$ cat src/sdram_map_pkg.sv
// SDRAM layout shared by the ROM loader and the slot arbiter, imported where needed
package sdram_map_pkg;

    // SDRAM side
    typedef logic [21:0] sdram_addr_t;
    typedef logic [1:0]  bank_t;
    // Active low, bit 1 guards the high byte
    typedef logic [1:0]  wrmask_t;

    // Data widths
    typedef logic [15:0] word_t;
    typedef logic [31:0] dword_t;
    typedef logic [7:0]  byte_t;

    // Loader byte address
    typedef logic [24:0] ioctl_addr_t;

    // Region offsets inside their banks
    localparam sdram_addr_t SOUND_OFFSET = 22'h00_0000;
    localparam sdram_addr_t RAM_OFFSET   = 22'h20_0000;
    localparam sdram_addr_t VRAM_OFFSET  = 22'h30_0000;
    localparam sdram_addr_t GFX_OFFSET   = 22'h00_0000;
    localparam sdram_addr_t CPU_OFFSET   = 22'h00_0000;

    // Bank numbers
    localparam bank_t BANK_SND = 2'd0;
    localparam bank_t BANK_CPU = 2'd1;
    localparam bank_t BANK_GFX = 2'd2;

    // Download file layout, CPU code first, then sound, then graphics
    localparam ioctl_addr_t LOAD_SND_START = 25'h040_0000;
    localparam ioctl_addr_t LOAD_GFX_START = 25'h041_0000;

endpackage

$ cat src/slot_pkg.sv
// Slot identities and request FSM states for the SDRAM slot multiplexer
package slot_pkg;

    // Listed in priority order, highest first
    typedef enum logic [2:0] {
        SLOT_OBJ = 3'd0,
        SLOT_SCR = 3'd1,
        SLOT_ROM = 3'd2,
        SLOT_RAM = 3'd3,
        SLOT_SND = 3'd4
    } slot_id_t;

    localparam int SLOT_COUNT = 5;

    // Bit index matches the slot_id_t value
    typedef logic [SLOT_COUNT-1:0] slot_vec_t;

    // Client address widths
    typedef logic [20:0] rom_addr_t;
    typedef logic [16:0] ram_addr_t;
    // Graphics address before the final zero bit is appended
    typedef logic [20:0] gfx_addr_t;
    typedef logic [15:0] snd_addr_t;

    // One SDRAM access at a time
    typedef enum logic [1:0] {
        IDLE      = 2'd0,
        WAIT_ACK  = 2'd1,
        WAIT_DATA = 2'd2,
        DONE      = 2'd3
    } req_state_t;

endpackage

$ cat src/rom_loader.sv
// ROM download path, maps loader byte writes to SDRAM programming writes
`timescale 1ns/100ps

module rom_loader import sdram_map_pkg::*; (
    input  logic        VB,
    input  logic        rst_n,
    input  logic        downloading,
    input  ioctl_addr_t ioctl_addr,
    input  byte_t       ioctl_data,
    input  logic        ioctl_wr,
    input  logic        sdram_ack,
    output sdram_addr_t prog_addr,
    output byte_t       prog_data,
    output wrmask_t     prog_mask,
    output bank_t       prog_bank,
    output logic        prog_we
);

    ioctl_addr_t rel_addr;
    sdram_addr_t base_addr;
    sdram_addr_t nxt_addr;
    bank_t       nxt_bank;
    logic        accept;

    // Region decode
    always_comb begin
        if (ioctl_addr < LOAD_SND_START) begin
            rel_addr  = ioctl_addr;
            base_addr = CPU_OFFSET;
            nxt_bank  = BANK_CPU;
        end else if (ioctl_addr < LOAD_GFX_START) begin
            rel_addr  = ioctl_addr - LOAD_SND_START;
            base_addr = SOUND_OFFSET;
            nxt_bank  = BANK_SND;
        end else begin
            rel_addr  = ioctl_addr - LOAD_GFX_START;
            base_addr = GFX_OFFSET;
            nxt_bank  = BANK_GFX;
        end
        // Byte offset to word offset
        nxt_addr = base_addr + rel_addr[22:1];
    end

    // A new byte waits until the previous write has been acknowledged
    assign accept = ioctl_wr && downloading && !prog_we;

    always_ff @(posedge VB) begin
        if (!rst_n) begin
            prog_we <= 1'b0;
        end else if (accept) begin
            prog_we <= 1'b1;
        end else if (prog_we && sdram_ack) begin
            prog_we <= 1'b0;
        end
    end

    // Write payload
    always_ff @(posedge VB) begin
        if (accept) begin
            prog_addr <= nxt_addr;
            prog_bank <= nxt_bank;
            prog_data <= ioctl_data;
            // Even bytes land in the low half of the word
            prog_mask <= ioctl_addr[0] ? 2'b01 : 2'b10;
        end
    end

endmodule

$ cat src/slot_arbiter.sv
// Fixed-priority arbiter that turns the winning client request into an SDRAM command
`timescale 1ns/100ps

module slot_arbiter import sdram_map_pkg::*, slot_pkg::*; (
    input  logic        VB,
    input  logic        rst_n,
    input  logic        downloading,
    input  logic        busy,
    input  logic        rom_cs,
    input  rom_addr_t   rom_addr,
    input  logic        ram_cs,
    input  logic        ram_vram_sel,
    input  ram_addr_t   ram_addr,
    input  logic        ram_rnw,
    input  word_t       ram_din,
    input  wrmask_t     ram_dsn,
    input  logic        obj_cs,
    input  gfx_addr_t   obj_addr,
    input  logic        scr_cs,
    input  gfx_addr_t   scr_addr,
    input  logic        snd_cs,
    input  snd_addr_t   snd_addr,
    output logic        cmd_valid,
    output slot_id_t    cmd_slot,
    output sdram_addr_t cmd_addr,
    output bank_t       cmd_bank,
    output logic        cmd_rnw,
    output wrmask_t     cmd_wrmask,
    output word_t       cmd_data,
    output logic        cmd_byte_hi,
    output logic        refresh_en
);

    slot_vec_t   req;
    logic        grant;
    slot_id_t    nxt_slot;
    sdram_addr_t nxt_addr;
    bank_t       nxt_bank;
    logic        nxt_rnw;
    wrmask_t     nxt_wrmask;

    assign req[SLOT_OBJ] = obj_cs;
    assign req[SLOT_SCR] = scr_cs;
    assign req[SLOT_ROM] = rom_cs;
    assign req[SLOT_RAM] = ram_cs;
    assign req[SLOT_SND] = snd_cs;

    // Free only when nothing is queued or in flight
    assign grant = |req && !busy && !downloading && !cmd_valid;

    // Controller may refresh when nobody needs the bus
    assign refresh_en = !(|req) && !busy && !downloading;

    // Winner selection, highest priority checked first
    always_comb begin
        nxt_rnw    = 1'b1;
        nxt_wrmask = 2'b11;
        if (req[SLOT_OBJ]) begin
            nxt_slot = SLOT_OBJ;
            nxt_addr = GFX_OFFSET + {obj_addr, 1'b0};
            nxt_bank = BANK_GFX;
        end else if (req[SLOT_SCR]) begin
            nxt_slot = SLOT_SCR;
            nxt_addr = GFX_OFFSET + {scr_addr, 1'b0};
            nxt_bank = BANK_GFX;
        end else if (req[SLOT_ROM]) begin
            nxt_slot = SLOT_ROM;
            nxt_addr = CPU_OFFSET + {1'b0, rom_addr};
            nxt_bank = BANK_CPU;
        end else if (req[SLOT_RAM]) begin
            nxt_slot   = SLOT_RAM;
            nxt_addr   = (ram_vram_sel ? VRAM_OFFSET : RAM_OFFSET) + {5'd0, ram_addr};
            // Work RAM and VRAM share bank 0 with the sound ROM
            nxt_bank   = BANK_SND;
            nxt_rnw    = ram_rnw;
            nxt_wrmask = ram_dsn;
        end else begin
            nxt_slot = SLOT_SND;
            nxt_addr = SOUND_OFFSET + {7'd0, snd_addr[15:1]};
            nxt_bank = BANK_SND;
        end
    end

    always_ff @(posedge VB) begin
        if (!rst_n) begin
            cmd_valid <= 1'b0;
        end else begin
            cmd_valid <= grant;
        end
    end

    // Command fields
    always_ff @(posedge VB) begin
        if (grant) begin
            cmd_slot    <= nxt_slot;
            cmd_addr    <= nxt_addr;
            cmd_bank    <= nxt_bank;
            cmd_rnw     <= nxt_rnw;
            cmd_wrmask  <= nxt_wrmask;
            cmd_data    <= ram_din;
            cmd_byte_hi <= snd_addr[0];
        end
    end

endmodule

$ cat src/sdram_request.sv
// Runs one SDRAM access at a time and hands data and ok back to the granted slot
`timescale 1ns/100ps

module sdram_request import sdram_map_pkg::*, slot_pkg::*; (
    input  logic        VB,
    input  logic        rst_n,
    input  logic        cmd_valid,
    input  slot_id_t    cmd_slot,
    input  sdram_addr_t cmd_addr,
    input  bank_t       cmd_bank,
    input  logic        cmd_rnw,
    input  wrmask_t     cmd_wrmask,
    input  word_t       cmd_data,
    input  logic        cmd_byte_hi,
    input  logic        sdram_ack,
    input  logic        data_rdy,
    input  dword_t      data_read,
    output logic        busy,
    output logic        sdram_req,
    output sdram_addr_t sdram_addr,
    output bank_t       sdram_bank,
    output logic        sdram_rnw,
    output wrmask_t     sdram_wrmask,
    output word_t       data_write,
    output slot_vec_t   slot_ok,
    output dword_t      rd_data,
    output byte_t       snd_data
);

    req_state_t state;
    slot_id_t   slot_q;
    logic       byte_hi_q;

    // Covers the command cycle too, so the arbiter never queues a second one
    assign busy = cmd_valid || (state != IDLE);

    always_ff @(posedge VB) begin
        if (!rst_n) begin
            state     <= IDLE;
            sdram_req <= 1'b0;
            slot_ok   <= '0;
        end else begin
            case (state)
                IDLE: begin
                    slot_ok <= '0;
                    if (cmd_valid) begin
                        sdram_req <= 1'b1;
                        state     <= WAIT_ACK;
                    end
                end
                WAIT_ACK: begin
                    if (sdram_ack) begin
                        sdram_req <= 1'b0;
                        state     <= WAIT_DATA;
                    end
                end
                WAIT_DATA: begin
                    // Writes end with data_rdy as well
                    if (data_rdy) begin
                        slot_ok <= slot_vec_t'(1) << slot_q;
                        state   <= DONE;
                    end
                end
                DONE: begin
                    slot_ok <= '0;
                    state   <= IDLE;
                end
                default: begin
                    sdram_req <= 1'b0;
                    slot_ok   <= '0;
                    state     <= IDLE;
                end
            endcase
        end
    end

    // Command latch, held on the SDRAM port for the whole access
    always_ff @(posedge VB) begin
        if (state == IDLE && cmd_valid) begin
            slot_q       <= cmd_slot;
            byte_hi_q    <= cmd_byte_hi;
            sdram_addr   <= cmd_addr;
            sdram_bank   <= cmd_bank;
            sdram_rnw    <= cmd_rnw;
            sdram_wrmask <= cmd_wrmask;
            data_write   <= cmd_data;
        end
    end

    // Read data, valid together with the ok pulse
    always_ff @(posedge VB) begin
        if (state == WAIT_DATA && data_rdy) begin
            rd_data  <= data_read;
            // Sound ROM is byte wide, odd bytes sit in the upper lane
            snd_data <= byte_hi_q ? data_read[15:8] : data_read[7:0];
        end
    end

endmodule

$ cat src/cps_sdram_top.sv
// Memory side top level, ties the ROM loader and the SDRAM slot mux to one port
`timescale 1ns/100ps

module cps_sdram_top import sdram_map_pkg::*, slot_pkg::*; (
    input  logic        VB,
    input  logic        rst_n,
    // ROM download
    input  logic        downloading,
    input  ioctl_addr_t ioctl_addr,
    input  byte_t       ioctl_data,
    input  logic        ioctl_wr,
    output sdram_addr_t prog_addr,
    output byte_t       prog_data,
    output wrmask_t     prog_mask,
    output bank_t       prog_bank,
    output logic        prog_we,
    // Main CPU ROM
    input  logic        rom_cs,
    input  rom_addr_t   rom_addr,
    output logic        rom_ok,
    output word_t       rom_data,
    // Main CPU RAM and VRAM
    input  logic        ram_cs,
    input  logic        ram_vram_sel,
    input  ram_addr_t   ram_addr,
    input  logic        ram_rnw,
    input  word_t       ram_din,
    input  wrmask_t     ram_dsn,
    output logic        ram_ok,
    output word_t       ram_data,
    // Graphics ROM
    input  logic        obj_cs,
    input  gfx_addr_t   obj_addr,
    output logic        obj_ok,
    output dword_t      obj_data,
    input  logic        scr_cs,
    input  gfx_addr_t   scr_addr,
    output logic        scr_ok,
    output dword_t      scr_data,
    // Sound CPU ROM
    input  logic        snd_cs,
    input  snd_addr_t   snd_addr,
    output logic        snd_ok,
    output byte_t       snd_data,
    // SDRAM controller
    output logic        sdram_req,
    input  logic        sdram_ack,
    output sdram_addr_t sdram_addr,
    output bank_t       sdram_bank,
    output logic        sdram_rnw,
    output wrmask_t     sdram_wrmask,
    output word_t       data_write,
    input  logic        data_rdy,
    input  dword_t      data_read,
    output logic        refresh_en
);

    logic        busy;
    logic        cmd_valid;
    slot_id_t    cmd_slot;
    sdram_addr_t cmd_addr;
    bank_t       cmd_bank;
    logic        cmd_rnw;
    wrmask_t     cmd_wrmask;
    word_t       cmd_data;
    logic        cmd_byte_hi;
    slot_vec_t   slot_ok;
    dword_t      rd_data;

    rom_loader u_loader (
        .VB(VB), .rst_n(rst_n), .downloading(downloading),
        .ioctl_addr(ioctl_addr), .ioctl_data(ioctl_data), .ioctl_wr(ioctl_wr),
        .sdram_ack(sdram_ack), .prog_addr(prog_addr), .prog_data(prog_data),
        .prog_mask(prog_mask), .prog_bank(prog_bank), .prog_we(prog_we)
    );

    slot_arbiter u_arbiter (
        .VB(VB), .rst_n(rst_n), .downloading(downloading), .busy(busy),
        .rom_cs(rom_cs), .rom_addr(rom_addr),
        .ram_cs(ram_cs), .ram_vram_sel(ram_vram_sel), .ram_addr(ram_addr),
        .ram_rnw(ram_rnw), .ram_din(ram_din), .ram_dsn(ram_dsn),
        .obj_cs(obj_cs), .obj_addr(obj_addr), .scr_cs(scr_cs), .scr_addr(scr_addr),
        .snd_cs(snd_cs), .snd_addr(snd_addr),
        .cmd_valid(cmd_valid), .cmd_slot(cmd_slot), .cmd_addr(cmd_addr),
        .cmd_bank(cmd_bank), .cmd_rnw(cmd_rnw), .cmd_wrmask(cmd_wrmask),
        .cmd_data(cmd_data), .cmd_byte_hi(cmd_byte_hi), .refresh_en(refresh_en)
    );

    sdram_request u_request (
        .VB(VB), .rst_n(rst_n), .cmd_valid(cmd_valid), .cmd_slot(cmd_slot),
        .cmd_addr(cmd_addr), .cmd_bank(cmd_bank), .cmd_rnw(cmd_rnw),
        .cmd_wrmask(cmd_wrmask), .cmd_data(cmd_data), .cmd_byte_hi(cmd_byte_hi),
        .sdram_ack(sdram_ack), .data_rdy(data_rdy), .data_read(data_read),
        .busy(busy), .sdram_req(sdram_req), .sdram_addr(sdram_addr),
        .sdram_bank(sdram_bank), .sdram_rnw(sdram_rnw), .sdram_wrmask(sdram_wrmask),
        .data_write(data_write), .slot_ok(slot_ok), .rd_data(rd_data),
        .snd_data(snd_data)
    );

    // One-hot ok back to each client
    assign obj_ok = slot_ok[SLOT_OBJ];
    assign scr_ok = slot_ok[SLOT_SCR];
    assign rom_ok = slot_ok[SLOT_ROM];
    assign ram_ok = slot_ok[SLOT_RAM];
    assign snd_ok = slot_ok[SLOT_SND];

    // 16-bit clients take the low half
    assign rom_data = rd_data[15:0];
    assign ram_data = rd_data[15:0];
    assign obj_data = rd_data;
    assign scr_data = rd_data;

endmodule

$ cat config.mk
export PLATFORM = sky130hd
export DESIGN_NAME = cps_sdram_top
export DESIGN_NICKNAME = d
export VERILOG_FILES = /design/src/sdram_map_pkg.sv /design/src/slot_pkg.sv /design/src/rom_loader.sv /design/src/slot_arbiter.sv /design/src/sdram_request.sv /design/src/cps_sdram_top.sv
export SDC_FILE = /design/constraint.sdc
export NUM_CORES = 1
export LEC_CHECK = 0
export BUFFER_PORTS_ARGS = -buffer_cell sky130_fd_sc_hd__buf_4
export CORE_UTILIZATION = 31
export DETAILED_ROUTE_END_ITERATION = 8
export PLACE_DENSITY = 0.71
export SYNTH_ARGS = -nofsm -noshare
export SYNTH_HDL_FRONTEND = slang
export SYNTH_HIERARCHICAL = 1
export SYNTH_SLANG_ARGS = --single-unit
$ cat constraint.sdc
create_clock -name VB -period 4.2 [get_ports VB]
set_input_delay 0.21 -clock VB [delete_from_list [all_inputs] [get_ports VB]]
set_output_delay 0.21 -clock VB [all_outputs]
set_load 0.05 [all_outputs]
==> metrics.csv, run 1 <==
metric,value,unit
status,"finished, final reports clean",
crit_chain,inv_1 -> ha_1 -> nand2b_1 -> a2111oi_4 -> buf_4,
min_path_cells,2,
postLayoutCoreUtil,0.493,
via_per_inst,4.51,
slew_viol_final,0,
synth_common_cells,"168 x edfxtp_1, 66 x buf_4, 29 x nor2_1, 17 x a221oi_1, 17 x mux2i_1",
start_util,0.317,
p_leak,4.56,nW
total_power,5.42,mW
relSlewSlack,0.216,
die_width,154,microns
h-tree-depth,4,
globalplace.congestion,0.845,
rows,55,
async_flop_share,0,
synth.most_common_cell,edfxtp_1,
cts_tree,yes,
ant_nets,0,
layout.nets,1041,
netlist.area_leader.share,0.703,
wl,20000,microns
path_class,reg2reg,
required,4250,ps
insertion_delay,420,ps
track_usage,0.162,
critPathLaunchType,register,
slowest_delay,550,ps
drt_first_pass_iters,4,
drt_iter0_markers,211,
io_pins,381,
worst_slew_pin_slew,1180,ps
clock_sinks,178,
portBuffers,380,
dp_slack,2090,ps
syn-cell-area,7180,sq um
maxCapViolCount,0,
crit_fanout,47,
cts_resized,0,
fin_area,11200,sq um
vias,5156,
grt_pass1_wl,28900,microns
cts_buffers,17,
skew,9.45,ps
placed_area,9820,sq um
crit_arrival,2170,ps
core_region_area,22600,sq um
ir_drop,0.233,mV
synthCells,450,
drive_above_1_share,0.512,
period_share,0.505,
power_density,485,nW/um^2
fin_cells,1143,
clk_path_buf_depth,2,
holdWs,64.2,ps
synth_edf_count,168,
syn-num-nets,646,
worst_slack,2080,ps
synthTopCellsByArea,"edfxtp_1 70%, buf_4 6.9%, dfxtp_1 2.8%",
synth_warnings,6,
crit_cells,5,
hold_viol,0,
ys_seq_area_frac,0.731,
tns,0,ps
period_minus_slack,2120,ps
grt_pass1_vias,5170,
synth_flop_cell,edfxtp_1,
yosys.area.top_type,edfxtp_1,
post-dp-hpwl,14600,microns
rsz0062_at_grt,no,
crit_family,buffers and inverters,
die_h,154,microns
synth-seq-cells,178,
end_kind,register,
ys_types,52,
syn_to_final_growth,55.6,%
antenna_found_initial,0,
cp_slowest_cell,buf_4,
grt_overflow,0,
hp-class,in2reg,
setup_viol,0,
crit_buf_inv,2,
clkTransAtPathRegs,70,ps
fp.dieArea,23800,sq um
diodes,0,
clock.fmax,471,MHz
reg2regPathDepth,5,
dp.cells,1038,
wire_per_inst,17.5,microns
cts-root-buf,clkbuf_16,
syn_avg_cell_area,15.9,sq um
drcViolationCount,0,
grt_max_degree,48,
## final timing paths
kind / start / slack (ps) / endpoint
hold / removal: ram_dsn[0] / 60 / u_arbiter/cmd_wrmask[0]
setup / recovery: u_request/state[0] / 2080 / u_arbiter/cmd_byte_hi
setup reg to reg: u_request/state[0] / 2080 / u_arbiter/cmd_byte_hi
hold reg to reg: u_arbiter/cmd_data[10] / 420 / u_request/data_write[10]
## power breakdown
part / internal [mW] / switching, mW
Clock: 0.906 / 0.722
Sequential: 2.28 / 0.0995
Combinational: 0.458 / 0.950
## layout make-up
class,count,area (sq um)
Timing Repair Buffer,455,3600
Tap cell,285,357
Multi-Input combinational cell,180,1310
Fill cell,1925,11500
Sequential cell,178,5250
Inverter,13,48.8
Clock buffer,17,425
Clock inverter,15,186
## repair_timing
item | in CTS | in global routing
hold buffers | 73 | 0
buffers inserted | 0 | 0
endpoints found under the hold margin | 73 | 0
## metal layers
metal / global-route usage / wire (microns)
met5: 0 / 0
met4: 0.0624 / 449
met3: 0.0417 / 1310
met2: 0.304 / 10800
met1: 0.173 / 7490
## worst register-to-register path, cell delays in order, from the launching register on
cell and delay (ps):
dfxtp_1 330, inv_1 80, ha_1 250, nand2b_1 150, a2111oi_4 330, buf_4 550
## cells in the final DEF, fill, tap and decap left out, types with 2 or more instances in the layout
master	instances
a2111oi_4	2
a21boi_0	5
a21oi_1	2
a221oi_1	17
a22oi_1	4
buf_4	382
bufinv_16	2
clkbuf_16	17
clkinv_4	2
clkinvlp_4	2
dfxtp_1	10
dlygate4sd3_1	73
edfxtp_1	168
ha_1	4
inv_1	11
inv_2	2
inv_6	5
inv_8	3
mux2_2	9
mux2i_1	17
nand2_1	15
nand3_1	6
nand3b_1	3
nand4b_1	3
nor2_1	28
nor2b_1	6
nor3_1	3
o21a_1	3
o21ai_0	10
o22ai_1	13
o31ai_1	4
or3_1	3
## kinds of logic (layout without fill, tap and decap cells)
family | Yosys count | in the layout | share of synthesized area
flip-flops | 178 | 178 | 0.731
buffers and inverters | 92 | 500 | 0.0893
AND/OR/NAND/NOR | 84 | 84 | 0.0630
AO/OA/AOI/OAI | 66 | 66 | 0.0720
multiplexers | 26 | 26 | 0.0378
adder cells (fa/ha/maj) | 4 | 4 | 0.00697
## state kept, by name (all words and copies together) (netlist names), 3 cells and up
name / flops
u_request/rd_data: 32
u_arbiter/cmd_addr: 22
u_loader/prog_addr: 22
u_request/sdram_addr: 22
u_arbiter/cmd_data: 16
u_request/data_write: 16
u_loader/prog_data: 8
u_request/snd_data: 8
u_request/slot_ok: 5
u_arbiter/cmd_slot: 3
u_request/slot_q: 3
(Power assumes the default switching activity.)
==> run 2, diff against run 1 <==
- clock period: 4.2 -> 1.9 ns (I/O delays scaled with it)
==> run 2 against run 1 <==
  * Clock skew is 7.7 ps higher
  * Die area stayed put
  * Largest power group unchanged
  * Largest cell class unchanged
  * Register-to-register slack worse by 1900 ps
  * Design area is 2.2% higher
  * Sequential share of layout area is 1.0 points lower
  * Critical path depth is 2 higher
  * Worst hold slack worse by 33 ps
  * Routed wire length is 4.9% higher
  * Combinational power is 130% higher
  * Non-clock buffer count is 21 higher
  * Clock power is 120% higher
==> metrics.csv, run 2 (synthesis results as in run 1) <==
metric,value,unit,change
slew_viol_final,0,,unchanged
via_per_inst,4.54,,+0.60%
layout.nets,1062,,+2.0%
ir_drop,0.541,mV,+130%
grt_pass1_wl,30700,microns,+6.3%
clock.fmax,557,MHz,
insertion_delay,420,ps,about the same
drt_first_pass_iters,4,,unchanged
final_common_cell,buf_4,,
skew,17.2,ps,+7.73 ps
setup_viol,0,,unchanged
largest_register_ffs,32,,unchanged
rows,55,,unchanged
antenna_found_initial,0,,unchanged
drive_above_1_share,0.509,,-0.00312
p_leak,4.66,nW,+2.2%
fp.dieArea,23800,sq um,unchanged
required,2060,ps,-2190 ps
drcViolationCount,0,,unchanged
end_kind,register,,
worstReg2RegStart,u_request/state[1],,
path_class,in2reg,,
layout_common_cells,"384 x buf_4, 168 x edfxtp_1, 89 x dlygate4sd3_1",,
hold_buffers,89,,+22%
slowest_delay,550,ps,about the same
globalplace.congestion,0.851,,+0.72%
postLayoutCoreUtil,0.504,,+0.0108
rrSetupSlack,210,ps,-1870 ps
reg2regPathDepth,5,,unchanged
core_region_area,22600,sq um,unchanged
hold_end,u_loader/prog_addr[17],,
grt_max_degree,49,,+2.1%
period_minus_slack,1790,ps,
cts_resized,0,,unchanged
cts_buffers,17,,unchanged
ant_nets,0,,unchanged
regMostFlops,u_request/rd_data,,
postCtsSetupBuffers,0,,unchanged
crit_arrival,1960,ps,-210 ps
min_path_cells,2,,unchanged
drt_iter0_markers,233,,+10%
relSlewSlack,0.614,,+0.398
vias,5287,,+2.5%
grt_pass1_vias,5392,,+4.3%
hold_viol,0,,unchanged
h-tree-depth,4,,unchanged
period_share,0.944,,
status,"finished, final reports clean",,
wire_per_inst,18.0,microns,+2.9%
die_width,154,microns,unchanged
rr_endpoint,u_arbiter/cmd_byte_hi,,
critPathLaunchType,input port,,
maxCapViolCount,0,,unchanged
crit_fanout,5,,-89%
crit_chain,dlygate4sd3_1 -> buf_4 -> inv_1 -> ha_1 -> or3b_4 -> or3_1 -> a22o_1,,
start_util,0.317,,unchanged
cp_slowest_cell,dlygate4sd3_1,,
syn_to_final_growth,59.0,%,
hp-class,in2reg,,
power_density,1060,nW/um^2,+120%
track_usage,0.172,,+0.0100
post-dp-hpwl,15100,microns,+3.4%
wl,21000,microns,+4.9%
portBuffers,380,,unchanged
io_pins,381,,unchanged
min-delay-start,ioctl_addr[18],,
cts-root-buf,clkbuf_16,,
clkTransAtPathRegs,60,ps,about the same
worst_slew_pin_slew,574,ps,-602 ps
grt_overflow,0,,unchanged
cts_tree,yes,,
placed_area,9920,sq um,+1.0%
clock_sinks,178,,unchanged
clk_path_buf_depth,2,,unchanged
fin_area,11400,sq um,+2.2%
rsz0062_at_grt,no,,
die_h,154,microns,unchanged
run 2: worst max-delay path: cells and delay by family:
| kind | cells | cell delay (ps) |
|---|---|---|
| compound gates | 1 | 210 |
| fa+ha+maj | 1 | 150 |
| simple gates | 2 | 740 |
| buf+inv | 3 | 760 |
run 2: power by group:
| group | internal (mW) | switching [mW] |
|---|---|---|
| clock | 1.99 | 1.56 |
| sequential | 5.03 | 0.212 |
| combinational | 1.14 | 2.15 |
run 2: worst max-delay path by stage:
| stage | slack [ps] | startpoint | to | cells after the start |
|---|---|---|---|---|
| 2_1_floorplan | -880 | u_request/state[1] | u_arbiter/cmd_addr[0] | 4 |
| 3_3_place_gp | 250 | u_request/state[1] | u_arbiter/cmd_addr[4] | 5 |
| 3_5_place_dp | 220 | u_request/state[1] | u_arbiter/cmd_addr[4] | 5 |
| 4_1_cts | 180 | ioctl_addr[16] | u_loader/prog_addr[21] | 7 |
| 5_1_grt | 80 | ioctl_addr[16] | u_loader/prog_addr[21] | 7 |
| 6_report | 110 | ioctl_addr[16] | u_loader/prog_addr[21] | 7 |
run 2: area by class of cell:
type / instances / area, sq um
Antenna cell: 1 / 2.50
Clock buffer: 18 / 429
Clock inverter: 14 / 165
Fill cell: 1923 / 11200
Inverter: 13 / 52.6
Multi-Input combinational cell: 180 / 1330
Sequential cell: 178 / 5250
Tap cell: 285 / 357
Timing Repair Buffer: 476 / 3830
run 2: per-layer routing:
metal / part of all wire / up-vias / wire length [microns] / GRT usage
met5: 0 / - / 0 / 0
met3: 0.059 / 25 / 1240 / 0.0397
met2: 0.54 / 267 / 11400 / 0.323
met1: 0.38 / 2520 / 8010 / 0.191
met4: 0.019 / 0 / 391 / 0.0571
li1: - / 2475 / - / -
run 2: metrics by stage:
| stage | TNS, ps | setup slack [ps] | total power, mW | cells | hold WS, ps |
|---|---|---|---|---|---|
| floorplan | -42410 | -885 | 7.38 | 450 | 194 |
| global placement | 0 | 248 | 8.44 | 1043 | 273 |
| detailed placement | 0 | 220 | 8.49 | 1043 | 274 |
| CTS | 0 | 180 | 12.2 | 1164 | 2.30 |
| global route | 0 | 81.7 | 12.5 | 1164 | 23.6 |
| finish | 0 | 106 | 12.1 | 1165 | 31.1 |
